## src/hdl/dm_pkg.sv

```systemverilog
`default_nettype none

package dm_pkg;

  // data path
  localparam int DATA_W = 32;

  // memory geometry, one word per address
  localparam int MEM_AW = 12;
  localparam int MEM_WORDS = 4096;

  // wishbone word address, top bit picks the region
  localparam int WB_AW = 14;
  // set means register bank, clear means memory
  localparam int REG_SEL_BIT = 13;

  // register offsets taken from adr[1:0]
  localparam int REG_AW = 2;
  // bit 0 write starts a clear, reads 0
  localparam logic [REG_AW-1:0] REG_CTRL = 2'd0;
  // bit 0 clear busy, read only
  localparam logic [REG_AW-1:0] REG_STATUS = 2'd1;
  // words below this are write protected
  localparam logic [REG_AW-1:0] REG_PROT_LIMIT = 2'd2;
  // committed memory writes, any write zeroes it
  localparam logic [REG_AW-1:0] REG_WR_COUNT = 2'd3;

endpackage

`default_nettype wire
```

## src/hdl/dm_ifs.sv

```systemverilog
`default_nettype none


// register bank access, one cycle per access
// rdata follows offset combinationally
interface dm_reg_if;

  logic                      sel;
  logic                      we;
  logic [dm_pkg::REG_AW-1:0] offset;
  logic [dm_pkg::DATA_W-1:0] wdata;
  logic [dm_pkg::DATA_W-1:0] rdata;

  modport master (output sel, we, offset, wdata, input rdata);
  modport bank (input sel, we, offset, wdata, output rdata);

endinterface

`default_nettype wire

```

## src/hdl/dm_regs.sv

```systemverilog
`default_nettype none

module dm_regs (
  input  logic                      clk,
  input  logic                      rst,
  dm_reg_if.bank                    regs,
  input  logic                      clear_busy,
  input  logic                      wr_done,
  output logic                      clear_start,
  output logic [dm_pkg::MEM_AW-1:0] prot_limit
);

  logic [dm_pkg::DATA_W-1:0] wr_count;
  logic                      reg_wr;

  assign reg_wr = regs.sel && regs.we;

  // start pulse, dropped while a sweep is already running
  always_ff @(posedge clk) begin
    if (rst) begin
      clear_start <= 1'b0;
    end else begin
      clear_start <= reg_wr && (regs.offset == dm_pkg::REG_CTRL) &&
                     regs.wdata[0] && !clear_busy;
    end
  end

  // protection limit, word granular
  always_ff @(posedge clk) begin
    if (rst) begin
      prot_limit <= '0;
    end else if (reg_wr && (regs.offset == dm_pkg::REG_PROT_LIMIT)) begin
      prot_limit <= regs.wdata[dm_pkg::MEM_AW-1:0];
    end
  end

  // write counter, sticks at all ones
  // software write of any value zeroes it
  always_ff @(posedge clk) begin
    if (rst) begin
      wr_count <= '0;
    end else if (reg_wr && (regs.offset == dm_pkg::REG_WR_COUNT)) begin
      wr_count <= '0;
    end else if (wr_done && (wr_count != '1)) begin
      wr_count <= wr_count + 1'b1;
    end
  end

  // readback mux
  always_comb begin
    case (regs.offset)
      dm_pkg::REG_CTRL:       regs.rdata = '0;
      dm_pkg::REG_STATUS:     regs.rdata = dm_pkg::DATA_W'(clear_busy);
      dm_pkg::REG_PROT_LIMIT: regs.rdata = dm_pkg::DATA_W'(prot_limit);
      default:                regs.rdata = wr_count;
    endcase
  end

endmodule

`default_nettype wire

```

## src/flat_wrapper.sv

```systemverilog
// flat-port wrapper written by rule: the top's interface ports become plain ports
module dm_regs_flat 
  (clk, rst, clear_busy, wr_done, clear_start, prot_limit, regs_sel, regs_we, regs_offset, regs_wdata, regs_rdata);
  dm_reg_if regs_i ();
  input  logic clk;
  input  logic rst;
  input  logic clear_busy;
  input  logic wr_done;
  output logic clear_start;
  output logic [dm_pkg::MEM_AW-1:0] prot_limit;
  input wire logic [$bits(regs_i.sel)-1:0] regs_sel;
  input wire logic [$bits(regs_i.we)-1:0] regs_we;
  input wire logic [$bits(regs_i.offset)-1:0] regs_offset;
  input wire logic [$bits(regs_i.wdata)-1:0] regs_wdata;
  output wire logic [$bits(regs_i.rdata)-1:0] regs_rdata;
  assign regs_i.sel = regs_sel;
  assign regs_i.we = regs_we;
  assign regs_i.offset = regs_offset;
  assign regs_i.wdata = regs_wdata;
  assign regs_rdata = regs_i.rdata;
  dm_regs u_core (.clk(clk), .rst(rst), .regs(regs_i), .clear_busy(clear_busy), .wr_done(wr_done), .clear_start(clear_start), .prot_limit(prot_limit));
endmodule
```

## config.mk

```make
export PLATFORM = sky130hd
export DESIGN_NAME = dm_regs_flat
export DESIGN_NICKNAME = d
export VERILOG_FILES = /design/src/hdl/dm_pkg.sv /design/src/hdl/dm_ifs.sv /design/src/hdl/dm_regs.sv /design/src/flat_wrapper.sv
export SDC_FILE = /design/constraint.sdc
export NUM_CORES = 1
export LEC_CHECK = 0
export ABC_AREA = 1
export BUFFER_PORTS_ARGS = -buffer_cell sky130_fd_sc_hd__buf_2
export CORE_MARGIN = 1.5
export CORE_UTILIZATION = 31
export DETAILED_ROUTE_END_ITERATION = 16
export SKIP_LAST_GASP = 1
export SLEW_MARGIN = 0
export SYNTH_ARGS = -nofsm -noshare
export SYNTH_HDL_FRONTEND = slang
export SYNTH_SLANG_ARGS = --single-unit
export TNS_END_PERCENT = 100
```

## constraint.sdc

```tcl
create_clock -name clk -period 1.5 [get_ports clk]
set_clock_uncertainty 0.05 [all_clocks]
set_input_delay 0.3 -clock clk [delete_from_list [all_inputs] [get_ports clk]]
set_output_delay 0.3 -clock clk [all_outputs]
set_load 0.03 [all_outputs]
```

==> metrics.cfg <==
[critical_path]
worstPathRequired_ns=1.66
cp-end-kind=register
worstReg2RegStart=u_core.wr_count[1]$_SDFFE_PP0P_
crit_fanout=8
reg2reg_slack_ns=-0.14
cp-start-kind=register
slowest_stage=dfxtp_4
critPathKind=reg -> reg
worstSetupStartpoint=u_core.wr_count[1]$_SDFFE_PP0P_
crit_chain=ha_4, nand2_4, nor2_4, nand2_2, nor2_4, nand2_4, nand2_8, inv_8, a21oi_2, nor2_1
cp_slowest_stage_delay_ns=0.37
crit_arrival_ns=1.81

[detailed_routing]
firstDrtPassIters=7
routedWlPerCell_microns=13.2
vias=3323
viasPerCell=4.78
wl_microns=9170
drtIter0Drc=172
drcViolationCount=0
ant_nets=0

[clocking]
cts_hold_buf=0
root_buffer=clkbuf_8
clock_latency_ns=0.31
htree_levels=2
cts_buffers=5
cts_tree=built
clkSinkCount=45
path_clk_slew_ns=0.09
clockBufferDepth=2

[floorplanning]
die_h_microns=97.0
io_pins=85
die_w_microns=97.0
design.core.area_sq_um=8640
initial_core_util=0.317
fp-row-count=34
dieArea_sq_um=9400

[cells_and_area]
n_antenna_cell=0
nNetsFinal=627
multi_input_area_sq_um=1980
layout_common_cells=nand2_1, buf_4, nor2_1
fill_cells=827
seq_area_sq_um=951
final_common_cell=nand2_1
syn_to_final_growth_pct=66.2
drive_gt1_frac=0.494

[synthesis]
yosysSeqAreaShare=0.329
syn_avg_cell_area_sq_um=6.22
synth_area_sq_um=2740
async_flop_share=0
synthCells=440
synth.distinct_cells=33
yosys_warnings=0
synth_seq_cells=45
synth_edf_count=0
syn-num-nets=481
ys.flop_type=dfxtp_1

[run]
maxCapViolCount=0

[global_routing]
gr-total-overflow=0
track_usage=0.193
grt_pass1_wl_microns=14900
grt_max_degree=28
antenna_found_initial=0
grt_pass1_vias=3130

[sta]
slew_headroom=0.773
setup-violations-final=33
rsz0062_at_grt=true
hold_violations=0
fin_tns_setup_ns=-2.90
tightest_slew_ns=0.340
slew_violations=0
max_freq_mhz=609
period_needed_ns=1.64
fin_ws_ns=-0.142
fin_hold_ws_ns=0.0984
period_share=1.09

[place]
gp_congestion=0.854
hpwl_microns=6190
io_buffers=64

[power]
p_leak_nw=1.84
peakVddDrop_v=0.000338
total_power_mw=2.53
p_per_area_nw_per_um2=555

[hold_path]
worstHoldStart=clear_busy
hp-class=in -> reg

[outcome]
violations=negative setup slack
status=finished with violations

[flip-flops by register name (all words and copies together), names as in the netlist]
signal	count
u_core.clear_start	1
u_core.prot_limit	12
u_core.wr_count	32
[path summary, 6_finish.rpt]
kind,depth (start not counted),endpoint
setup / recovery,10,u_core.wr_count[2]$_SDFFE_PP0P_
hold / removal,2,u_core.clear_start$_SDFF_PP0_
setup reg to reg,10,u_core.wr_count[2]$_SDFFE_PP0P_
hold reg to reg,2,u_core.prot_limit[3]$_SDFFE_PP0P_
[area by class of cell]
class / instances / share of cell area
Timing Repair Buffer: 145 / 0.255
Timing Repair inverter: 1 / 0.00247
Inverter: 48 / 0.0432
Sequential cell: 45 / 0.209
Multi-Input combinational cell: 340 / 0.434
Clock buffer: 6 / 0.0181
Tap cell: 108 / 0.0297
Clock inverter: 2 / 0.00825
[layer usage]
metal  vias to the layer above  wire, microns  global-route usage
li1                       1697              -                   -
met1                      1511           4230               0.255
met2                       101           4290               0.318
met3                        14            500              0.0405
met4                         0            147              0.0557
met5                         -              0                   0
[synth_stat cells (2+ instances only)]
cell | instances | area (sq um)
nand2_1 | 113 | 424
nor2_1 | 92 | 345
dfxtp_1 | 45 | 901
inv_1 | 44 | 165
a21oi_1 | 29 | 145
nand3_1 | 28 | 140
o21ai_0 | 14 | 70.1
nor3_1 | 10 | 50.1
nand2_2 | 9 | 56.3
nor2_2 | 7 | 43.8
nor2_4 | 7 | 78.8
clkbuf_1 | 5 | 18.8
a22o_1 | 4 | 35.0
a31oi_1 | 4 | 25.0
buf_6 | 3 | 33.8
inv_2 | 3 | 11.3
nand4_1 | 3 | 18.8
buf_2 | 2 | 10.0
nand2_4 | 2 | 22.5
o21ai_1 | 2 | 10.0
xor2_1 | 2 | 17.5
[worst max-delay path: cells and delay by family (launching register included)]
kind            cells  cell delay, ns
flops               1            0.37
fa+ha+maj           1            0.16
simple gates        7            0.77
buf+inv             1            0.06
compound gates      1            0.12
[per-stage QoR]
| stage | cells | worst slack (ns) | cell area [sq um] | utilization |
|---|---|---|---|---|
| 3_3_place_gp | 667 | -0.145 | 3670 | 0.425 |
| 3_5_place_dp | 667 | -0.183 | 3670 | 0.425 |
| 4_1_cts | 688 | -0.132 | 4230 | 0.490 |
| 6_report | 695 | -0.142 | 4550 | 0.527 |
| 2_1_floorplan | 440 | -0.0127 | 2760 | - |
| 5_1_grt | 695 | -0.209 | 4550 | 0.527 |
[where the power goes]
group | total (mW) | internal, mW | switching, mW | leakage (nW)
clock network | 1.02 | 0.543 | 0.477 | 0.0574
registers | 1.22 | 1.20 | 0.0153 | 0.378
logic | 0.290 | 0.118 | 0.173 | 1.40
[logic make-up (layout without fill, tap and decap cells)]
| kind of cell | Yosys count | count (layout) | synth area share |
|---|---|---|---|
| AND/OR/NAND/NOR | 276 | 280 | 0.451 |
| buffers and inverters | 59 | 202 | 0.0923 |
| AO/OA/AOI/OAI | 56 | 56 | 0.114 |
| flip-flops | 45 | 45 | 0.329 |
| XOR/XNOR | 3 | 3 | 0.00960 |
| adder cells (fa/ha/maj) | 1 | 1 | 0.00457 |
[what timing repair did]
| item | in CTS | in global routing |
|---|---|---|
| endpoints found under the setup margin | 45 | 62 |
| cloned | 5 | 0 |
| setup buffers | 10 | 8 |
| pin swaps | 34 | 32 |
| resized for setup | 102 | 107 |
No activity file was read; power rests on OpenSTA's default activity.
