<file path="config.mk">
export PLATFORM = sky130hd
export DESIGN_NAME = dm_wb_slave_flat
export DESIGN_NICKNAME = d
export VERILOG_FILES = /design/src/hdl/dm_pkg.sv /design/src/hdl/dm_ifs.sv /design/src/hdl/dm_wb_slave.sv /design/src/flat_wrapper.sv
export SDC_FILE = /design/constraint.sdc
export NUM_CORES = 1
export LEC_CHECK = 0
export BUFFER_PORTS_ARGS = -buffer_cell sky130_fd_sc_hd__clkbuf_2
export CAP_MARGIN = 20
export CORE_AREA = 2 2 95 97
export DETAILED_ROUTE_END_ITERATION = 16
export DIE_AREA = 0 0 97 99
export HOLD_SLACK_MARGIN = 0.06
export PLACE_DENSITY = 0.73
export REMOVE_ABC_BUFFERS = 1
export SKIP_LAST_GASP = 1
export SYNTH_ARGS = -nofsm -noshare
export SYNTH_HDL_FRONTEND = slang
export SYNTH_SLANG_ARGS = --single-unit
</file>
<file path="constraint.sdc">
create_clock -name clk -period 2.2 [get_ports clk]
set_input_delay 0.22 -clock clk [delete_from_list [all_inputs] [get_ports clk]]
set_output_delay 0.22 -clock clk [all_outputs]
set_load 0.01 [all_outputs]
</file>
<file path="src/hdl/dm_pkg.sv">
`default_nettype none

package dm_pkg;

  // data path
  localparam int DATA_W = 32;

  // memory geometry, one word per address
  localparam int MEM_AW = 12;
  localparam int MEM_WORDS = 4096;

  // wishbone word address, top bit picks the region
  localparam int WB_AW = 14;
  // set means register bank, clear means memory
  localparam int REG_SEL_BIT = 13;

  // register offsets taken from adr[1:0]
  localparam int REG_AW = 2;
  // bit 0 write starts a clear, reads 0
  localparam logic [REG_AW-1:0] REG_CTRL = 2'd0;
  // bit 0 clear busy, read only
  localparam logic [REG_AW-1:0] REG_STATUS = 2'd1;
  // words below this are write protected
  localparam logic [REG_AW-1:0] REG_PROT_LIMIT = 2'd2;
  // committed memory writes, any write zeroes it
  localparam logic [REG_AW-1:0] REG_WR_COUNT = 2'd3;

endpackage

`default_nettype wire
</file>
<file path="src/hdl/dm_ifs.sv">
`default_nettype none

// single word memory port
// request taken in any cycle with en and ready both high
interface dm_mem_if;

  logic                      en;
  logic                      fetch;
  logic                      write;
  logic [dm_pkg::MEM_AW-1:0] addr;
  logic [dm_pkg::DATA_W-1:0] wdata;
  logic [dm_pkg::DATA_W-1:0] rdata;
  logic                      ready;

  // side that issues requests
  modport requester (output en, fetch, write, addr, wdata, input rdata, ready);
  // side that accepts and forwards requests
  modport arbiter (input en, fetch, write, addr, wdata, output rdata, ready);
  // the storage itself
  modport memory (input en, fetch, write, addr, wdata, output rdata, ready);

endinterface

// register bank access, one cycle per access
// rdata follows offset combinationally
interface dm_reg_if;

  logic                      sel;
  logic                      we;
  logic [dm_pkg::REG_AW-1:0] offset;
  logic [dm_pkg::DATA_W-1:0] wdata;
  logic [dm_pkg::DATA_W-1:0] rdata;

  modport master (output sel, we, offset, wdata, input rdata);
  modport bank (input sel, we, offset, wdata, output rdata);

endinterface

`default_nettype wire

</file>
<file path="src/hdl/dm_wb_slave.sv">
`default_nettype none

module dm_wb_slave (
  input  logic                      clk,
  input  logic                      rst,
  input  logic                      wb_cyc,
  input  logic                      wb_stb,
  input  logic                      wb_we,
  input  logic [dm_pkg::WB_AW-1:0]  wb_adr,
  input  logic [dm_pkg::DATA_W-1:0] wb_dat_w,
  output logic [dm_pkg::DATA_W-1:0] wb_dat_r,
  output logic                      wb_ack,
  output logic                      wb_err,
  dm_mem_if.requester               mem,
  dm_reg_if.master                  regs,
  input  logic [dm_pkg::MEM_AW-1:0] prot_limit,
  output logic                      wr_done
);

  typedef enum logic [1:0] {
    ST_IDLE,
    ST_WAIT_RDY,
    ST_FETCH,
    ST_RESP
  } state_t;

  state_t state;
  logic   req;
  logic   reg_hit;
  logic   prot_hit;
  logic   mem_phase;

  assign req      = wb_cyc && wb_stb;
  assign reg_hit  = wb_adr[dm_pkg::REG_SEL_BIT];
  // memory write below the limit is refused
  assign prot_hit = wb_we && !reg_hit && (wb_adr[dm_pkg::MEM_AW-1:0] < prot_limit);
  // states where a memory request may be on the port
  assign mem_phase = (state == ST_IDLE) || (state == ST_WAIT_RDY);

  // register access, one cycle, only decoded from idle
  assign regs.sel    = (state == ST_IDLE) && req && reg_hit;
  assign regs.we     = wb_we;
  assign regs.offset = wb_adr[dm_pkg::REG_AW-1:0];
  assign regs.wdata  = wb_dat_w;

  // memory request held straight from the bus until ready
  assign mem.en    = mem_phase && req && !reg_hit && !prot_hit;
  assign mem.fetch = !wb_we;
  assign mem.write = wb_we;
  assign mem.addr  = wb_adr[dm_pkg::MEM_AW-1:0];
  assign mem.wdata = wb_dat_w;

  // one pulse per accepted write
  assign wr_done = mem.en && mem.ready && wb_we;

  always_ff @(posedge clk) begin
    if (rst) begin
      state    <= ST_IDLE;
      wb_ack   <= 1'b0;
      wb_err   <= 1'b0;
      wb_dat_r <= '0;
    end else begin
      // responses last a single cycle
      wb_ack <= 1'b0;
      wb_err <= 1'b0;
      case (state)
        ST_IDLE, ST_WAIT_RDY: begin
          if (regs.sel) begin
            wb_ack   <= 1'b1;
            wb_dat_r <= regs.rdata;
            state    <= ST_RESP;
          end else if ((state == ST_IDLE) && req && prot_hit) begin
            wb_err <= 1'b1;
            state  <= ST_RESP;
          end else if (mem.en) begin
            if (!mem.ready) begin
              // clear running, keep the request up
              state <= ST_WAIT_RDY;
            end else if (wb_we) begin
              wb_ack <= 1'b1;
              state  <= ST_RESP;
            end else begin
              state <= ST_FETCH;
            end
          end else if (!req) begin
            // master gave up while waiting
            state <= ST_IDLE;
          end
        end
        ST_FETCH: begin
          // array data valid now
          wb_ack   <= 1'b1;
          wb_dat_r <= mem.rdata;
          state    <= ST_RESP;
        end
        default: begin
          // master drops stb here, no second answer
          state <= ST_IDLE;
        end
      endcase
    end
  end

endmodule

`default_nettype wire

</file>
<file path="src/flat_wrapper.sv">
// flat-port wrapper written by rule: the top's interface ports become plain ports
module dm_wb_slave_flat 
  (clk, rst, wb_cyc, wb_stb, wb_we, wb_adr, wb_dat_w, wb_dat_r, wb_ack, wb_err, prot_limit, wr_done, mem_en, mem_fetch, mem_write, mem_addr, mem_wdata, mem_rdata, mem_ready, regs_sel, regs_we, regs_offset, regs_wdata, regs_rdata);
  dm_mem_if mem_i ();
  dm_reg_if regs_i ();
  input  logic clk;
  input  logic rst;
  input  logic wb_cyc;
  input  logic wb_stb;
  input  logic wb_we;
  input  logic [dm_pkg::WB_AW-1:0] wb_adr;
  input  logic [dm_pkg::DATA_W-1:0] wb_dat_w;
  output logic [dm_pkg::DATA_W-1:0] wb_dat_r;
  output logic wb_ack;
  output logic wb_err;
  input  logic [dm_pkg::MEM_AW-1:0] prot_limit;
  output logic wr_done;
  output wire logic [$bits(mem_i.en)-1:0] mem_en;
  output wire logic [$bits(mem_i.fetch)-1:0] mem_fetch;
  output wire logic [$bits(mem_i.write)-1:0] mem_write;
  output wire logic [$bits(mem_i.addr)-1:0] mem_addr;
  output wire logic [$bits(mem_i.wdata)-1:0] mem_wdata;
  input wire logic [$bits(mem_i.rdata)-1:0] mem_rdata;
  input wire logic [$bits(mem_i.ready)-1:0] mem_ready;
  output wire logic [$bits(regs_i.sel)-1:0] regs_sel;
  output wire logic [$bits(regs_i.we)-1:0] regs_we;
  output wire logic [$bits(regs_i.offset)-1:0] regs_offset;
  output wire logic [$bits(regs_i.wdata)-1:0] regs_wdata;
  input wire logic [$bits(regs_i.rdata)-1:0] regs_rdata;
  assign mem_en = mem_i.en;
  assign mem_fetch = mem_i.fetch;
  assign mem_write = mem_i.write;
  assign mem_addr = mem_i.addr;
  assign mem_wdata = mem_i.wdata;
  assign mem_i.rdata = mem_rdata;
  assign mem_i.ready = mem_ready;
  assign regs_sel = regs_i.sel;
  assign regs_we = regs_i.we;
  assign regs_offset = regs_i.offset;
  assign regs_wdata = regs_i.wdata;
  assign regs_i.rdata = regs_rdata;
  dm_wb_slave u_core (.clk(clk), .rst(rst), .wb_cyc(wb_cyc), .wb_stb(wb_stb), .wb_we(wb_we), .wb_adr(wb_adr), .wb_dat_w(wb_dat_w), .wb_dat_r(wb_dat_r), .wb_ack(wb_ack), .wb_err(wb_err), .mem(mem_i), .regs(regs_i), .prot_limit(prot_limit), .wr_done(wr_done));
endmodule
</file>
==> results of run 1 <==
## layout by cell type (no fill, tap or decap), types with 2 or more instances in the layout
cell type,instances
nor2_1,36
a211oi_1,32
nor3_2,2
dfxtp_1,36
nand2b_1,2
a21oi_1,5
clkbuf_2,148
ha_1,11
mux2i_1,32
nand2_1,5
clkbuf_8,7
inv_1,13
buf_12,2
nor3_1,3
## where the power goes
part	internal, W	leakage, nW	total [W]	switching, W
logic	0.000210	1.05	0.000429	0.000219
clock network	0.000279	0.0503	0.000497	0.000218
registers	0.000715	0.295	0.000749	0.0000332
total	0.00120	1.39	0.00167	0.000470
## path summary, 6_finish.rpt
path | startpoint | end | slack, ns | cells past startpoint
setup / recovery | prot_limit[11] | wr_done | 0.07 | 8
hold reg to reg | u_core.wb_dat_r[28] | u_core.wb_dat_r[28] | 0.56 | 2
setup reg to reg | u_core.state[1] | u_core.wb_dat_r[14] | 0.55 | 5
hold / removal | mem_rdata[0] | u_core.wb_dat_r[0] | 0.21 | 3
## logic make-up (layout without fill, tap and decap cells)
family / count (synthesis) / count (layout) / synth area share
fa+ha+maj: 11 / 11 / 0.05483
mux: 32 / 32 / 0.1276
compound gates: 46 / 46 / 0.1356
flops: 36 / 36 / 0.2871
simple gates: 58 / 58 / 0.1042
buf+inv: 108 / 171 / 0.2906
## worst max-delay path, stage by stage
cell and delay, ns:
clkbuf_2 0.08, inv_1 0.04, ha_1 0.30, nand4_1 0.12, or2_1 0.25, or4_4 0.56
a21oi_4 0.18, clkbuf_2 0.15
## sequential cells by signal, summed over array words and instances, names as in the netlist
name,flops
u_core.wb_dat_r,32
u_core.wb_ack,1
u_core.wb_err,1
u_core.state,2
## per-layer routing
layer	vias up	share of wire	track usage
met2	182	0.45	0.2666
met4	3	0.0075	0.02925
met5	-	0.0084	0.05641
li1	1047	-	-
met1	993	0.34	0.1728
met3	10	0.19	0.1496
## area by class of cell
cell class / count / area share
clock buffers: 7 / 0.03358
inverters: 13 / 0.01701
multi-input cells: 147 / 0.3764
flip-flops and latches: 36 / 0.2512
well taps: 108 / 0.04710
repair buffers: 151 / 0.2747
## metrics by stage
step	hold slack (ns)	util
after detailed placement	0.4401	0.3228
after global routing	0.1974	0.3355
after floorplan	0.2891	-
final	0.2051	0.3355
after CTS	0.1895	0.3341
after global placement	0.4401	0.3228
==> summary.md, run 1 <==
| Metric | Value |
|---|---|
| Worst Path Required | between 1.5 and 2 ns |
| Yosys top cell area share | 0.2871 |
| Endpoints failing hold | 0 |
| Setup Buffers After CTS | 0 |
| Register area share after synthesis | 0.2871 |
| H-Tree Depth | 2 |
| Number of synthesized flops with an enable pin | 0 |
| Initial Util | 0.2935 |
| Post-CTS sizing | 0 |
| Power Dens Cells | 583.5 nW/µm² |
| Fraction of registers with async set/reset | 0 |
| Via count | approximately 2,200 |
| Largest cells by area after synthesis | dfxtp_1, buf_4, mux2i_1 |
| Unique masters post-synth | 33 |
| Non-Filler Instances | 462 |
| RSZ-0062 raised after global routing | yes |
| Mapped cell area | around 2500 µm² |
| Vias per inst | roughly 4.8 |
| Leak | 1.391 nW |
| Layout cells sized above 1 | 0.4661 |
| Fill count | roughly 900 |
| Avg Cell Area, Syn | about 8.6 µm² |
| Footprint of the multi-input gates | between 1000 and 1500 µm² |
| Critical path fanouts, max | 3 |
| Site Rows | 34 |
| Final cycle utilization of the critical path | 0.9661 |
| CTS tree | yes |
| Die Span Y | ~99 µm |
| Synthesized instance count | ~290 |
| Cell with the most instances after synthesis | buf_4 |
| Final wirelength | approximately 8600 µm |
| CP Class | input pin to output port |
| Initial DRC count | 63 |
| Most used DFF post-synth | dfxtp_1 |
| Total power | ~0.0017 W |
| Antenna-violating nets left | 0 |
| CP endpoint kind | output port |
| Hold_buf cts | 0 |
| Syn. warnings | 0 |
| P&R area growth vs syn | 14.31% |
| Tmin final | around 2.1 ns |
| Status | complete, no violations |
| Grt total ovfl | 0 |
| Clock Tree Buf Depth | 2 |
| Final net count | approximately 500 |
| CTS Root Buffer Type | clkbuf_8 |
| Clock sinks | 36 |
| MaxCap Viol Count | 0 |
| Total GRT Usage | 0.1710 |
| First-pass GRT wire length | ~12,000 µm |
| Placed cell count | 455 |
| PortBufs | between 100 and 150 |
| DIE WIDTH | slightly below 100 µm |
| Number of setup violations in the final report | 0 |
| Worst min-delay path class | input pin to flop |
| Max-slew violations | 0 |
| DP HPWL | roughly 7100 µm |
| Synth area leader | dfxtp_1 |
| Setup_tns | 0 ns |
| Slew HR | 0.4686 |
| FF/Latch Area | about 720 µm² |
| Synthesized flop and latch total | 36 |
| Worst slew pin tran | roughly 0.8 ns |
| Initial antenna violation count | 0 |
| DRC | 0 |
| Drt pass-1 iters | 4 |
| Routed wire per std cell | 18.51 µm |
| Final Instance Area | 2869 µm² |
| Critical Path AT | between 1.5 and 2 ns |
| Final worst slack | around 0.075 ns |
| Post-DP Area | approximately 2800 µm² |
| Vias in the first global route | 2,054 |
| Fmax | 470.5 MHz |
| # diodes | 0 |
| Worst-path clk slew | approximately 0.070 ns |
| Largest net degree at the start of global routing | 65 |
| Worst-skew pair later-pin latency | between 0.2 and 0.3 ns |
| Worst Setup Start Kind | input pin |
| Clock Skew | 0.004099 ns |
| Synth top cells by count | buf_4, dfxtp_1, nor2_1 |
| Core Area | about 8600 µm² |
| Pre-CTS WS | between 0.03 and 0.04 ns |
| Placer congestion estimate | 0.7806 |
| Top Ports | 246 |
| Num CTS Buffers | 5 |
| Die area | slightly below 10,000 µm² |
| Max VDD drop | between 0.00015 and 0.0002 V |
No activity file was read; power rests on OpenSTA's default activity.
==> run 2, diff against run 1 <==
--- a/config.mk
+++ b/config.mk
@@ -17,3 +17,4 @@
 export SYNTH_ARGS = -nofsm -noshare
 export SYNTH_HDL_FRONTEND = slang
 export SYNTH_SLANG_ARGS = --single-unit
+export TNS_END_PERCENT = 50
==> constraint.sdc (replaced) <==
create_clock -name clk -period 2.09 [get_ports clk]
set_input_delay 0.209 -clock clk [delete_from_list [all_inputs] [get_ports clk]]
set_output_delay 0.209 -clock clk [all_outputs]
set_load 0.01 [all_outputs]
==> run 2 against run 1 <==
- largest power group unchanged
- hold slack got worse by 0.011 ns
- flip-flop and latch count unchanged
- routed wire length grew 2.0%
- cell area rose by 1.6%
- first-iteration DRC count is 27% higher
- via count shrank 0.85%
- count of clock-buffer cells in the layout increased by 1
- power increased by 4.5%
- clock power is essentially flat
- worst setup slack better by 0.055 ns
- critical endpoint is now mem_en
- clock skew grew 0.0029 ns
- largest cell class unchanged
==> summary.md, run 2 (same netlist as run 1, synthesis figures left out) <==
| Metric | Value |
|---|---|
| PortBufs | about 150 |
| P&R area growth vs syn | 16.15% |
| Finished Core Util | 0.3409 |
| Initial DRC count | 80 |
| Status | complete, no violations |
| Pre-CTS WS | -0.002731 ns |
| Worst-skew pair later-pin latency | about 0.28 ns |
| Met2 wire length | just under 4000 µm |
| Hold_buf cts | 0 |
| Num CTS Buffers | 5 |
| Worst Path Required | approximately 1.9 ns |
| CTS tree | yes |
| Leak | around 1.4 nW |
| CP endpoint kind | output port |
| Worst R2R Path Depth | 5 |
| Die area | around 9600 µm² |
| Register with the most flip-flops | u_core.wb_dat_r |
| Routed wire per std cell | ~19 µm |
| Endpoints failing hold | 0 |
| Biggest regs | u_core.wb_dat_r: 32 flops, u_core.state: 2 flops |
| RSZ-0062 raised after global routing | yes |
| Critical Path AT | ~1.8 ns |
| M1 wire length | 2905 µm |
| Total GRT Usage | 0.1753 |
| Top Metal Used | met4 |
| Initial antenna violation count | 0 |
| Met3 routed WL | around 1800 µm |
| Final worst slack | about 0.13 ns |
| Power Dens Cells | 599.9 nW/µm² |
| Placer congestion estimate | about 0.80 |
| Commonest non-fill, non-tap cells in the layout | clkbuf_2, nor2_1, dfxtp_1, mux2i_1, a211oi_1 |
| Via count | 2,216 |
| Tmin final | 1.960 ns |
| Clock Skew | between 0.006 and 0.007 ns |
| Worst slew pin tran | 0.8015 ns |
| Core Area | approximately 8600 µm² |
| Number of setup violations in the final report | 0 |
| Grt total ovfl | 0 |
| Initial Util | 0.2935 |
| Vias in the first global route | between 2,000 and 2,500 |
| Commonest non-fill, non-tap cell in the layout | clkbuf_2 |
| MaxCap Viol Count | 0 |
| # diodes | 0 |
| Clock sinks | 36 |
| Die Span Y | between 90 and 100 µm |
| Worst Setup Start Kind | input pin |
| Largest net degree at the start of global routing | 65 |
| Clock Tree Buf Depth | 2 |
| Fmax | slightly above 500 MHz |
| DIE WIDTH | roughly 97 µm |
| Top Ports | ~250 |
| Antenna-violating nets left | 0 |
| Max-slew violations | 0 |
| Max VDD drop | about 0.00019 V |
| Number of flip-flops in the largest register | 32 |
| Worst min-delay path class | input pin to flop |
| H-Tree Depth | 2 |
| Final cycle utilization of the critical path | 0.9380 |
| Worst-path clk slew | 0.07 ns |
| Layout cells sized above 1 | 0.4791 |
| DP HPWL | 7161 µm |
| Vias per inst | between 4 and 5 |
| Hold Path Stages | 3 |
| Drt pass-1 iters | 4 |
| Final net count | 497 |
| Final wirelength | ~8700 µm |
| CP Class | input pin to output port |
| Slew HR | 0.4657 |
| DRC | 0 |
| First-pass GRT wire length | 12,540 µm |
| Critical path fanouts, max | 2 |
| Site Rows | 34 |
| CTS Root Buffer Type | clkbuf_8 |
## run 2: worst max-delay path: stages
cell and delay, ns:
clkbuf_2 0.08, inv_1 0.03, ha_1 0.29, nand4_1 0.12, or2_1 0.27, nor4_2 0.31, nor2b_1 0.09, nor3_1 0.18
clkbuf_2 0.18
## run 2: layout make-up
| type | count | area [µm²] |
|---|---|---|
| Fill cell | 904 | 5635 |
| Tap cell | 108 | 135.1 |
| Inverter | 13 | 48.80 |
| Timing Repair Buffer | 155 | 818.3 |
| Sequential cell | 36 | 720.7 |
| Clock buffer | 8 | 90.09 |
| Multi-Input combinational cell | 147 | 1102 |
## run 2: per-layer routing
metal | up-vias | track usage
met5 | - | 0.05128
met4 | 0 | 0.02600
met3 | 4 | 0.1589
li1 | 1053 | -
met1 | 955 | 0.1693
met2 | 204 | 0.2815
## run 2: what timing repair did
action	4_1_cts	5_1_grt
resized for setup	1	5
setup buffers	0	1
endpoints found under the setup margin	1	2
pin swaps	1	3
## run 2: final timing paths
check | slack [ns] | end | start
worst max-delay path | 0.13 | mem_en | prot_limit[10]
worst min-delay path | 0.19 | u_core.wb_dat_r[18] | mem_rdata[18]
worst max register to register | 0.42 | u_core.wb_dat_r[23] | u_core.state[1]
worst min register to register | 0.55 | u_core.wb_dat_r[26] | u_core.wb_dat_r[26]
## run 2: per-stage QoR
step | total power, W | hold slack, ns | TNS, ns | std cells | cell area [µm²]
3_3_place_gp | 0.001250 | 0.4181 | 0 | 458 | 2783
6_report | 0.001749 | 0.1940 | 0 | 467 | 2915
4_1_cts | 0.001778 | 0.1809 | 0 | 466 | 2880
5_1_grt | 0.001865 | 0.1822 | -0.02163 | 467 | 2915
2_1_floorplan | 0.001018 | 0.2781 | -84.22 | 196 | 1829
3_5_place_dp | 0.001262 | 0.4181 | -0.002731 | 458 | 2783
## run 2: power by group
group	switching (W)	internal (W)
logic	0.000236	0.000227
registers	0.0000354	0.000753
clock network	0.000229	0.000269
