$ cat config.mk
export PLATFORM = sky130hd
export DESIGN_NAME = dm_clear_seq_flat
export DESIGN_NICKNAME = d
export VERILOG_FILES = /design/src/hdl/dm_pkg.sv /design/src/hdl/dm_ifs.sv /design/src/hdl/dm_clear_seq.sv /design/src/flat_wrapper.sv
export SDC_FILE = /design/constraint.sdc
export NUM_CORES = 1
export LEC_CHECK = 0
export BUFFER_PORTS_ARGS = -buffer_cell sky130_fd_sc_hd__buf_2
export CAP_MARGIN = 20
export CORE_MARGIN = 2
export CORE_UTILIZATION = 29
export CTS_CLUSTER_DIAMETER = 40
export DETAILED_ROUTE_END_ITERATION = 10
export GPL_ROUTABILITY_DRIVEN = 0
export PLACE_DENSITY = 0.8
export SYNTH_ARGS = -nofsm -noshare
export SYNTH_HDL_FRONTEND = slang
export SYNTH_SLANG_ARGS = --single-unit
$ cat constraint.sdc
create_clock -name clk -period 1.55 [get_ports clk]
set_clock_uncertainty 0.15 [all_clocks]
set_input_delay 0.2325 -clock clk [delete_from_list [all_inputs] [get_ports clk]]
set_output_delay 0.2325 -clock clk [all_outputs]
set_load 0.02 [all_outputs]
$ cat src/hdl/dm_pkg.sv
`default_nettype none

package dm_pkg;

  // data path
  localparam int DATA_W = 32;

  // memory geometry, one word per address
  localparam int MEM_AW = 12;
  localparam int MEM_WORDS = 4096;

  // wishbone word address, top bit picks the region
  localparam int WB_AW = 14;
  // set means register bank, clear means memory
  localparam int REG_SEL_BIT = 13;

  // register offsets taken from adr[1:0]
  localparam int REG_AW = 2;
  // bit 0 write starts a clear, reads 0
  localparam logic [REG_AW-1:0] REG_CTRL = 2'd0;
  // bit 0 clear busy, read only
  localparam logic [REG_AW-1:0] REG_STATUS = 2'd1;
  // words below this are write protected
  localparam logic [REG_AW-1:0] REG_PROT_LIMIT = 2'd2;
  // committed memory writes, any write zeroes it
  localparam logic [REG_AW-1:0] REG_WR_COUNT = 2'd3;

endpackage

`default_nettype wire
$ cat src/hdl/dm_ifs.sv
`default_nettype none

// single word memory port
// request taken in any cycle with en and ready both high
interface dm_mem_if;

  logic                      en;
  logic                      fetch;
  logic                      write;
  logic [dm_pkg::MEM_AW-1:0] addr;
  logic [dm_pkg::DATA_W-1:0] wdata;
  logic [dm_pkg::DATA_W-1:0] rdata;
  logic                      ready;

  // side that issues requests
  modport requester (output en, fetch, write, addr, wdata, input rdata, ready);
  // side that accepts and forwards requests
  modport arbiter (input en, fetch, write, addr, wdata, output rdata, ready);
  // the storage itself
  modport memory (input en, fetch, write, addr, wdata, output rdata, ready);

endinterface


`default_nettype wire

$ cat src/hdl/dm_clear_seq.sv
`default_nettype none

module dm_clear_seq (
  input  logic        clk,
  input  logic        rst,
  input  logic        clear_start,
  output logic        clear_busy,
  dm_mem_if.arbiter   bus,
  dm_mem_if.requester mem
);

  logic                      busy;
  logic [dm_pkg::MEM_AW-1:0] clr_addr;
  logic                      last_word;

  assign last_word = (clr_addr == dm_pkg::MEM_AW'(dm_pkg::MEM_WORDS - 1));

  // sweep every word once, starting right out of reset
  always_ff @(posedge clk) begin
    if (rst) begin
      busy     <= 1'b1;
      clr_addr <= '0;
    end else if (busy) begin
      clr_addr <= clr_addr + 1'b1;
      // counter wraps back to 0 on the last word
      if (last_word) begin
        busy <= 1'b0;
      end
    end else if (clear_start) begin
      busy     <= 1'b1;
      clr_addr <= '0;
    end
  end

  assign clear_busy = busy;

  // sequencer owns the port while busy
  assign mem.en    = busy ? 1'b1 : bus.en;
  assign mem.fetch = busy ? 1'b0 : bus.fetch;
  assign mem.write = busy ? 1'b1 : bus.write;
  assign mem.addr  = busy ? clr_addr : bus.addr;
  assign mem.wdata = busy ? '0 : bus.wdata;

  // bus side waits until the sweep is done
  assign bus.ready = !busy && mem.ready;
  // fetch data is untouched by clear writes
  assign bus.rdata = mem.rdata;

endmodule

`default_nettype wire

$ cat src/flat_wrapper.sv
// flat-port wrapper written by rule: the top's interface ports become plain ports
module dm_clear_seq_flat 
  (clk, rst, clear_start, clear_busy, bus_en, bus_fetch, bus_write, bus_addr, bus_wdata, bus_rdata, bus_ready, mem_en, mem_fetch, mem_write, mem_addr, mem_wdata, mem_rdata, mem_ready);
  dm_mem_if bus_i ();
  dm_mem_if mem_i ();
  input  logic clk;
  input  logic rst;
  input  logic clear_start;
  output logic clear_busy;
  input wire logic [$bits(bus_i.en)-1:0] bus_en;
  input wire logic [$bits(bus_i.fetch)-1:0] bus_fetch;
  input wire logic [$bits(bus_i.write)-1:0] bus_write;
  input wire logic [$bits(bus_i.addr)-1:0] bus_addr;
  input wire logic [$bits(bus_i.wdata)-1:0] bus_wdata;
  output wire logic [$bits(bus_i.rdata)-1:0] bus_rdata;
  output wire logic [$bits(bus_i.ready)-1:0] bus_ready;
  output wire logic [$bits(mem_i.en)-1:0] mem_en;
  output wire logic [$bits(mem_i.fetch)-1:0] mem_fetch;
  output wire logic [$bits(mem_i.write)-1:0] mem_write;
  output wire logic [$bits(mem_i.addr)-1:0] mem_addr;
  output wire logic [$bits(mem_i.wdata)-1:0] mem_wdata;
  input wire logic [$bits(mem_i.rdata)-1:0] mem_rdata;
  input wire logic [$bits(mem_i.ready)-1:0] mem_ready;
  assign bus_i.en = bus_en;
  assign bus_i.fetch = bus_fetch;
  assign bus_i.write = bus_write;
  assign bus_i.addr = bus_addr;
  assign bus_i.wdata = bus_wdata;
  assign bus_rdata = bus_i.rdata;
  assign bus_ready = bus_i.ready;
  assign mem_en = mem_i.en;
  assign mem_fetch = mem_i.fetch;
  assign mem_write = mem_i.write;
  assign mem_addr = mem_i.addr;
  assign mem_wdata = mem_i.wdata;
  assign mem_i.rdata = mem_rdata;
  assign mem_i.ready = mem_ready;
  dm_clear_seq u_core (.clk(clk), .rst(rst), .clear_start(clear_start), .clear_busy(clear_busy), .bus(bus_i), .mem(mem_i));
endmodule
==> results of run 1 <==
[routing by layer]
metal  vias up  share of wire [%]  track usage [%]
met5         -                  0                0
met4         0                1.5            5.870
li1        684                  -                -
met3        12                7.6            3.846
met1       640                 39            18.07
met2        68                 52            27.83
[final timing paths]
kind,start,to,slack (ns),cells past startpoint
max,u_core.clear_busy,mem_addr[10],-0.10,3
min,rst,u_core.clear_busy,0.13,3
max reg2reg,u_core.clear_busy,u_core.clr_addr[7],-0.05,5
min reg2reg,u_core.clr_addr[5],u_core.clr_addr[5],0.39,2
[flip-flops by register name, indices dropped and copies added (netlist names)]
| name | flops |
|---|---|
| u_core.clr_addr | 12 |
| u_core.clear_busy | 1 |
[cell families after synthesis]
family | share of synthesized area, %
buffers and inverters | 22.26
AND/OR/NAND/NOR | 34.95
AO/OA/AOI/OAI | 6.969
multiplexers | 14.71
adder cells (fa/ha/maj) | 0.9679
flip-flops | 20.14
[final cells by class]
cell class	count	share of cell area [%]
Multi-Input combinational cell	103	41.55
Timing Repair Buffer	122	42.02
Inverter	4	0.6279
Clock buffer	4	1.884
Tap cell	52	2.721
Sequential cell	13	11.20
[timing repair]
item,4_1_cts,5_1_grt
cloned,3,1
setup buffers,6,1
pin swaps,4,4
endpoints found under the setup margin,14,57
resized for setup,92,47
[worst max-delay path, delay by kind of cell (launching register included)]
| kind | cells | cell delay [ns] |
|---|---|---|
| buffers and inverters | 2 | 0.28 |
| muxes | 1 | 0.30 |
| DFF | 1 | 0.43 |
[stage by stage]
| stage | util [%] | worst slack [ns] | power [mW] |
|---|---|---|---|
| 2_1_floorplan | - | 0.001822 | 0.5262 |
| 3_3_place_gp | 39.03 | 0.02072 | 0.4863 |
| 3_5_place_dp | 39.03 | 0.02081 | 0.4900 |
| 4_1_cts | 49.54 | -0.1080 | 0.8233 |
| 5_1_grt | 55.30 | -0.1310 | 0.8576 |
| 6_report | 55.30 | -0.1005 | 0.8366 |
[report_power, final]
| part | switching [mW] | internal, mW |
|---|---|---|
| registers | 0.00666 | 0.339 |
| clock network | 0.139 | 0.182 |
| logic | 0.0622 | 0.107 |
| total | 0.207 | 0.629 |
[placed cells by master, fill, tap and decap left out, types with 2 or more instances in the layout]
cell type / count
buf_4: 36
dfxtp_2: 3
o211ai_1: 2
nor4_4: 2
dfxtp_1: 9
a211oi_1: 3
o21ai_0: 2
buf_8: 2
nand2_1: 3
clkbuf_8: 3
nand3_1: 4
mux2_4: 15
buf_2: 50
buf_6: 29
nor2_1: 6
or2_4: 2
nor2b_1: 18
or3_1: 2
inv_1: 4
nor2b_4: 17
buf_16: 3
a21oi_1: 5
and3_1: 4
==> reports/qor.yml, run 1 <==
drc: 0
synth_top_area_share_pct: 20.14
slowest_delay_ns: 0.43
tns_ns: -2.242
via_count: 1404
violations: "negative setup slack"
track_usage_pct: 15.65
critPathMaxFanout: 6
cts_tree: "done"
critical_path.cell_chain: "buf_8, mux2_4, buf_6"
multiInputGateArea_um2: 993.5
antenna_found_initial: 0
grt_pass1_wl_um: 6368
dp.cells: 283
maxCapViolations: 0
via_per_inst: 4.711
netlist_area_um2: 1292
wl_um: 4306
register_area_um2: 267.8
yosys.cell_types.count: 32
placed_area_um2: 1688
hold_class: "in2reg"
post_route_cells_drive_above_1_share_pct: 71.54
synth-edff-count: 0
die_area_um2: 5007
stdcell_area_um2: 2391
dr.first_iter.drc_count: 21
cts_inserted_buffers: 3
wl_per_cell_um: 14.45
synth_nets: 243
drv_slew: 0
fin_ws_ns: -0.1005
rows: 24
nets: 331
p_leak_nw: 1.191
die_x_um: 70.76
ys_seq_elements: 13
cts.sinks: 13
clock_latency_ns: 0.25
io_pins: 164
post-route-min-period_ns: 1.650
synth.area.top_cells: "dfxtp_1 20%, buf_4 19%, nor2b_1 17%, mux2_2 14%, nor2_1 2.0%"
firstDrtPassIters: 5
hpwlAfterDp_um: 2638
synthToLayoutAreaGrowth_pct: 84.99
grt_overflow: 0
cts.path.max_buffers: 2
ys_warn_count: 0
core_um2: 4324
hold_buffers: 0
irDropWorstVdd_mv: 0.2049
finalCritPeriodShare_pct: 106.5
synth_area_per_cell_um2: 8.129
synthCells: 159
fillers: 390
tightest_slew_ns: 0.2783
instances_no_fill: 298
cts_root_buf: "clkbuf_8"
h-tree-depth: 1
die_h_um: 70.76
ant_nets: 0
start_util_pct: 29.89
finalSetupViolations: 47
synth.most_common_cell: "nor2b_1"
ys_seq_area_share_pct: 20.14
io_buffers: 99
status: "finished, violations left"
critPathArrivalTime_ns: 1.27
finalHoldViolations: 0
cp-start-kind: "flip-flop"
grt_pass1_vias: 1370
grt_start_max_net_pins: 21
diodes: 0
synth.top_cells.by_count: "35 x nor2b_1, 33 x buf_4, 16 x mux2_2"
fmax_ghz: 0.6059
fin_hold_ws_ns: 0.1274
maxSlewHeadroom_pct: 81.42
critPathKind: "reg2out"
critPathCaptureType: "primary output"
async_flop_share_pct: 0
rsz0062_at_grt: "yes"
cp.required_ns: 1.17
clkTransAtPathRegs_ns: 0.06
slowest_stage: "dfxtp_4"
synthFlopType: "dfxtp_1"
synth_largest_area_cell: "dfxtp_1"
powerDensity_nw_per_um2: 349.9
Note: power is estimated with default switching activity, not from simulation.
==> run 2: changes to the inputs <==
--- a/config.mk
+++ b/config.mk
@@ -7,12 +7,13 @@
 export LEC_CHECK = 0
 export BUFFER_PORTS_ARGS = -buffer_cell sky130_fd_sc_hd__buf_2
 export CAP_MARGIN = 20
-export CORE_MARGIN = 2
+export CORE_MARGIN = 10
 export CORE_UTILIZATION = 29
 export CTS_CLUSTER_DIAMETER = 40
 export DETAILED_ROUTE_END_ITERATION = 10
 export GPL_ROUTABILITY_DRIVEN = 0
 export PLACE_DENSITY = 0.8
+export SETUP_SLACK_MARGIN = 0.5
 export SYNTH_ARGS = -nofsm -noshare
 export SYNTH_HDL_FRONTEND = slang
 export SYNTH_SLANG_ARGS = --single-unit
==> run 2 against run 1 <==
Net effect:
- the flow still finishes with violations (negative setup slack)
- cell count down 1.0%
- via count down 1.4%
- flip-flop and latch count unchanged
- first-iteration DRC count up 67%
- total power down 2.3%
- utilization up 0.46 points
==> reports/qor.yml, run 2 (synthesis gave the netlist of run 1 again) <==
die_h_um: 86.76  # +23%
cts_root_buf: "clkbuf_8"
rsz0062_at_grt: "yes"
critPathArrivalTime_ns: 1.24  # -0.03 ns
cp.required_ns: 1.17  # about the same
violations: "negative setup slack"
grtUsageMet3_pct: 6.473  # +2.6 points
stdcell_area_um2: 2411  # +0.84%
grt_start_max_net_pins: 14  # -33%
firstDrtPassIters: 4  # -1
cts.path.max_buffers: 2  # unchanged
grtUsageMet2_pct: 21.01  # -6.8 points
power_uw: 817.1  # -2.3%
track_usage_pct: 11.58  # -4.1 points
slowest_stage: "dfxtp_4"
post-route-min-period_ns: 1.627  # -0.02346 ns
critPathMaxFanout: 13  # +7
grt_pass1_wl_um: 7058  # +11%
clkTransAtPathRegs_ns: 0.06  # about the same
cts.sinks: 13  # unchanged
wl_per_cell_um: 15.88  # +9.9%
r2r_start: "u_core.clear_busy"
largest_register_ffs: 12  # unchanged
fin_ws_ns: -0.07703  # +0.02346 ns
finalSetupViolations: 39  # -17%
combPwrFrac_pct: 19.5  # -0.8 points
p_seq_share_pct: 43.2  # +1.8 points
via_per_inst: 4.695  # -0.35%
worst-r2r-setup-slack_ns: -0.05  # about the same
hold_class: "in2reg"
antenna_found_initial: 0  # unchanged
drc: 0  # unchanged
grt_use_met1_pct: 10.74  # -7.3 points
wl_um: 4684  # +8.8%
cp_num_cells: 3  # unchanged
critPathCaptureType: "primary output"
cts_inserted_buffers: 3  # unchanged
internal_power_uw: 625.7  # -0.56%
rr_worst_depth: 4  # -1
cp_top_family: "flip-flops"
cp-startpoint: "u_core.clear_busy"
final_common_cell: "buf_2"
diodes: 0  # unchanged
cts_tree: "done"
p_leak_nw: 1.179  # -1.0%
min_path_cells: 2  # -1
nets: 328  # -0.91%
die_area_um2: 7527  # +50%
clkPwrFrac_pct: 37.3  # -1.1 points
tightest_slew_ns: 0.2474  # -0.03096 ns
placed_area_um2: 1969  # +17%
io_pins: 164  # unchanged
synthToLayoutAreaGrowth_pct: 86.54
p_switching_uw: 191.4  # -7.7%
post_route_cells_drive_above_1_share_pct: 80.66  # +9.1 points
h-tree-depth: 1  # unchanged
finalHoldViolations: 0  # unchanged
status: "finished, violations left"
most-common-layout-cells: "52 x buf_2, 34 x buf_6, 31 x buf_4"
grt_overflow: 0  # unchanged
hpwlAfterDp_um: 3681  # +40%
ant_nets: 0  # unchanged
cp-start-kind: "flip-flop"
finalCritPeriodShare_pct: 105.0  # -1.5 points
endpoint: "mem_addr[0]"
critPathKind: "reg2out"
crit_buf_inv: 2  # unchanged
dr.first_iter.drc_count: 35  # +67%
drv_slew: 0  # unchanged
regMostFlops: "u_core.clr_addr"
slowest_delay_ns: 0.41  # -0.02 ns
io_buffers: 99  # unchanged
r2r-end: "u_core.clr_addr[11]"
maxCapViolations: 0  # unchanged
fmax_ghz: 0.6146  # +1.4%
busiest_layer: "met2"
core_um2: 4324  # unchanged
clock_latency_ns: 0.24  # about the same
irDropWorstVdd_mv: 0.4225  # +110%
powerDensity_nw_per_um2: 338.9  # -3.1%
maxSlewHeadroom_pct: 83.29  # +1.9 points
die_x_um: 86.76  # +23%
start_util_pct: 29.89  # unchanged
sw_frac_of_total_pct: 23.43  # -1.4 points
via_count: 1385  # -1.4%
critical_path.cell_chain: "buf_12, mux2_4, buf_2"
rows: 24  # unchanged
grt_pass1_vias: 1374  # +0.29%
run 2: cell types whose count changed in the layout (fill, tap and decap cells not counted), moves of 3 or more:
| cell | delta |
|---|---|
| mux2_2 | +3 |
| buf_4 | -5 |
| buf_6 | +5 |
| mux2_4 | -3 |
| dfxtp_2 | +3 |
| dfxtp_1 | -5 |
| nor2b_1 | -14 |
| nor2b_2 | +5 |
| buf_16 | -3 |
| nor2b_4 | +9 |
run 2: stage by stage:
stage	TNS, ns	util [%]	hold WS (ns)	setup WS [ns]	instances
4_1_cts	-1.750	53.13	0.1692	-0.1001	294
6_report	-1.403	55.76	0.1750	-0.07703	295
3_3_place_gp	0	45.54	0.3151	0.1086	284
5_1_grt	-3.560	55.76	0.1830	-0.1254	295
3_5_place_dp	0	45.54	0.3151	0.08884	284
2_1_floorplan	0	-	0.2215	0.1355	159
run 2: timing repair:
item                                    CTS  global route
hold buffers                              0             0
resized for setup                        75            27
endpoints found under the setup margin   61            62
pin swaps                                 0             1
buffers inserted                          6             1
gates cloned                              0             0
run 2: metal layers:
layer  wire length [um]  up-vias  share of wire (%)
li1                   -      676                  -
met1               1642      636                 35
met2               2476       67                 53
met3                543        6                 12
met4                 22        0               0.47
met5                  0        -                  0
run 2: area by class of cell:
class	count	area, um^2
clock buffer	4	45.04
fill	378	1913
inverter	4	15.01
multi-input combinational	103	1091
sequential	13	279.0
tap	52	65.06
timing repair buffer	119	915.9
run 2: how the worst min path moves through the flow:
stage,startpoint,to,slack [ns]
after detailed placement,mem_rdata[10],bus_rdata[10],0.32
after CTS,rst,u_core.clr_addr[1],0.17
final,rst,u_core.clr_addr[1],0.17
after global placement,mem_rdata[10],bus_rdata[10],0.32
after global routing,rst,u_core.clr_addr[1],0.18
after floorplan,rst,u_core.clear_busy,0.22
run 2: worst reg2reg max path, stage by stage, from the launching register on:
cell and delay, ns:
dfxtp_4 0.41, buf_4 0.19, nand3_2 0.14, nor4_2 0.25
mux2_2 0.36
run 2: power by group through the flow:
| stage | Clock, mW | Sequential (mW) | Combinational [mW] |
|---|---|---|---|
| finish | 0.305 | 0.353 | 0.159 |
| global route | 0.345 | 0.354 | 0.170 |
| CTS | 0.313 | 0.353 | 0.153 |
| detailed placement | 0 | 0.360 | 0.145 |
| global placement | 0 | 0.360 | 0.141 |
| floorplan | 0 | 0.358 | 0.189 |
==> run 3: changes to the inputs <==
--- a/config.mk
+++ b/config.mk
@@ -5,7 +5,7 @@
 export SDC_FILE = /design/constraint.sdc
 export NUM_CORES = 1
 export LEC_CHECK = 0
-export BUFFER_PORTS_ARGS = -buffer_cell sky130_fd_sc_hd__buf_2
+export BUFFER_PORTS_ARGS = -buffer_cell sky130_fd_sc_hd__buf_4
 export CAP_MARGIN = 20
 export CORE_MARGIN = 10
 export CORE_UTILIZATION = 29
==> run 3 against run 2 <==
Net effect:
- the flow still finishes with violations (negative setup slack)
- utilization rose by 12 points
- count of clock-buffer cells in the layout unchanged
- fmax down 1.8%
- largest cell class is now buffers
- hold slack worse by 0.079 ns
- sequential share of layout area decreased by 1.4 points
- first-iteration DRC count decreased by 11%
- design area grew 21%
- flip-flop and latch count stayed put
==> reports/qor.yml, run 3 (synthesis gave the netlist of run 1 again) <==
status: "finished, violations left"
violations: "negative setup slack"
grt_pass1_wl_um: 7797  # +10%
tns_ns: -1.910  # -0.5063 ns
slowest_delay_ns: 0.40  # about the same
critical_path.cell_chain: "buf_12, mux2_4, buf_6"
maxCapViolations: 0  # unchanged
clkTransAtPathRegs_ns: 0.06  # about the same
cp_top_family: "flip-flops"
die_x_um: 86.76  # unchanged
ant_nets: 0  # unchanged
cts_tree: "done"
diodes: 0  # unchanged
finalHoldViolations: 0  # unchanged
fillers: 314  # -17%
final_common_cell: "buf_4"
grt_pass1_vias: 1502  # +9.3%
cp.required_ns: 1.17  # about the same
wl_per_cell_um: 17.71  # +12%
p_leak_nw: 1.440  # +22%
most-common-layout-cells: "76 x buf_4, 53 x buf_6, 29 x nor2b_4"
start_util_pct: 29.89  # unchanged
antenna_found_initial: 0  # unchanged
crit_buf_inv: 2  # unchanged
drc: 0  # unchanged
fin_ws_ns: -0.1068  # -0.02976 ns
h-tree-depth: 1  # unchanged
hold_buffers: 0  # unchanged
tightest_slew_ns: 0.2281  # -0.01932 ns
slowest_stage: "dfxtp_4"
synthToLayoutAreaGrowth_pct: 125.4
hold_class: "in2reg"
track_usage_pct: 12.83  # +1.2 points
fmax_ghz: 0.6036  # -1.8%
maxSlewHeadroom_pct: 84.60  # +1.3 points
finalCritPeriodShare_pct: 106.9  # +1.9 points
via_per_inst: 4.779  # +1.8%
hpwlAfterDp_um: 3641  # -1.1%
dr.first_iter.drc_count: 31  # -11%
critPathArrivalTime_ns: 1.27  # +0.03 ns
cts.path.max_buffers: 2  # unchanged
largest_register_ffs: 12  # unchanged
post-route-min-period_ns: 1.657  # +0.02976 ns
cts_root_buf: "clkbuf_8"
cts_inserted_buffers: 3  # unchanged
firstDrtPassIters: 4  # unchanged
io_pins: 164  # unchanged
post_route_cells_drive_above_1_share_pct: 84.62  # +4.0 points
die_h_um: 86.76  # unchanged
powerDensity_nw_per_um2: 305.8  # -9.8%
via_count: 1491  # +7.7%
stdcell_area_um2: 2913  # +21%
cp-start-kind: "flip-flop"
grt_overflow: 0  # unchanged
critPathMaxFanout: 9  # -4
grt_start_max_net_pins: 14  # unchanged
placed_area_um2: 2165  # +9.9%
regMostFlops: "u_core.clr_addr"
drv_slew: 0  # unchanged
die_area_um2: 7527  # unchanged
cts.sinks: 13  # unchanged
irDropWorstVdd_mv: 0.4060  # -3.9%
wl_um: 5526  # +18%
nets: 345  # +5.2%
critPathCaptureType: "primary output"
rows: 24  # unchanged
critPathKind: "reg2out"
io_buffers: 99  # unchanged
finalSetupViolations: 44  # +13%
core_um2: 4324  # unchanged
clock_latency_ns: 0.25  # about the same
rsz0062_at_grt: "yes"
==> run 3: cell types whose count changed in the layout (fill, tap and decap cells not counted), moves of 3 or more <==
cell,change
mux2_4,+4
buf_6,+19
mux2_2,-4
nor2b_2,-3
buf_2,-52
dfxtp_4,+6
buf_4,+45
buf_12,+3
dfxtp_2,-4
nor2b_4,+3
==> run 3: per-layer routing <==
layer  track usage (%)  wire, um  part of all wire [%]
met4             4.418        79                   1.4
met1             11.36      1885                    34
met2             24.03      2892                    52
met5                 0         0                     0
met3             6.848       669                    12
==> run 3: metrics by stage <==
| step | cells | power, mW | utilization [%] | setup slack [ns] | hold slack (ns) |
|---|---|---|---|---|---|
| 3_5_place_dp | 277 | 0.5435 | 50.06 | 0.06286 | 0.3151 |
| 4_1_cts | 300 | 0.8716 | 61.49 | -0.09261 | 0.09221 |
| 5_1_grt | 312 | 0.9256 | 67.36 | -0.1405 | 0.1024 |
| 3_3_place_gp | 277 | 0.5398 | 50.06 | 0.09439 | 0.3151 |
| 2_1_floorplan | 159 | 0.5475 | - | 0.1355 | 0.2215 |
| 6_report | 312 | 0.8909 | 67.36 | -0.1068 | 0.09559 |
==> run 3: path summary, 6_finish.rpt <==
check	start	end	slack (ns)	cells past startpoint
worst max-delay path	u_core.clear_busy	mem_addr[1]	-0.11	3
worst min-delay path	rst	u_core.clr_addr[5]	0.1	2
worst max register to register	u_core.clear_busy	u_core.clr_addr[9]	-0.06	5
worst min register to register	u_core.clr_addr[4]	u_core.clr_addr[4]	0.34	1
==> run 3: layout make-up <==
type / count / area (um^2) / share of cell area (%)
clock buffer: 4 / 45.04 / 1.546
inverter: 4 / 15.01 / 0.5155
multi-input combinational: 103 / 1171 / 40.21
sequential: 13 / 296.5 / 10.18
tap: 52 / 65.06 / 2.234
timing repair buffer: 136 / 1320 / 45.32
==> run 3: power breakdown <==
group	total (mW)	switching [mW]	leakage, nW	internal [mW]
Sequential	0.344	0.0139	0.112	0.330
Clock	0.319	0.137	0.0228	0.183
Combinational	0.227	0.0666	1.30	0.161
Total	0.891	0.217	1.44	0.673
==> run 3: worst reg2reg max path: cells and delay by family (launching register included) <==
kind,cells,cell delay (ns)
mux,1,0.32
flops,1,0.40
buf+inv,2,0.23
simple gates,2,0.40
==> run 3: repair_timing <==
item	CTS	global route
cloned	1	1
endpoints found under the setup margin	62	62
pin swaps	8	17
gates resized for setup	75	32
setup buffers	18	11
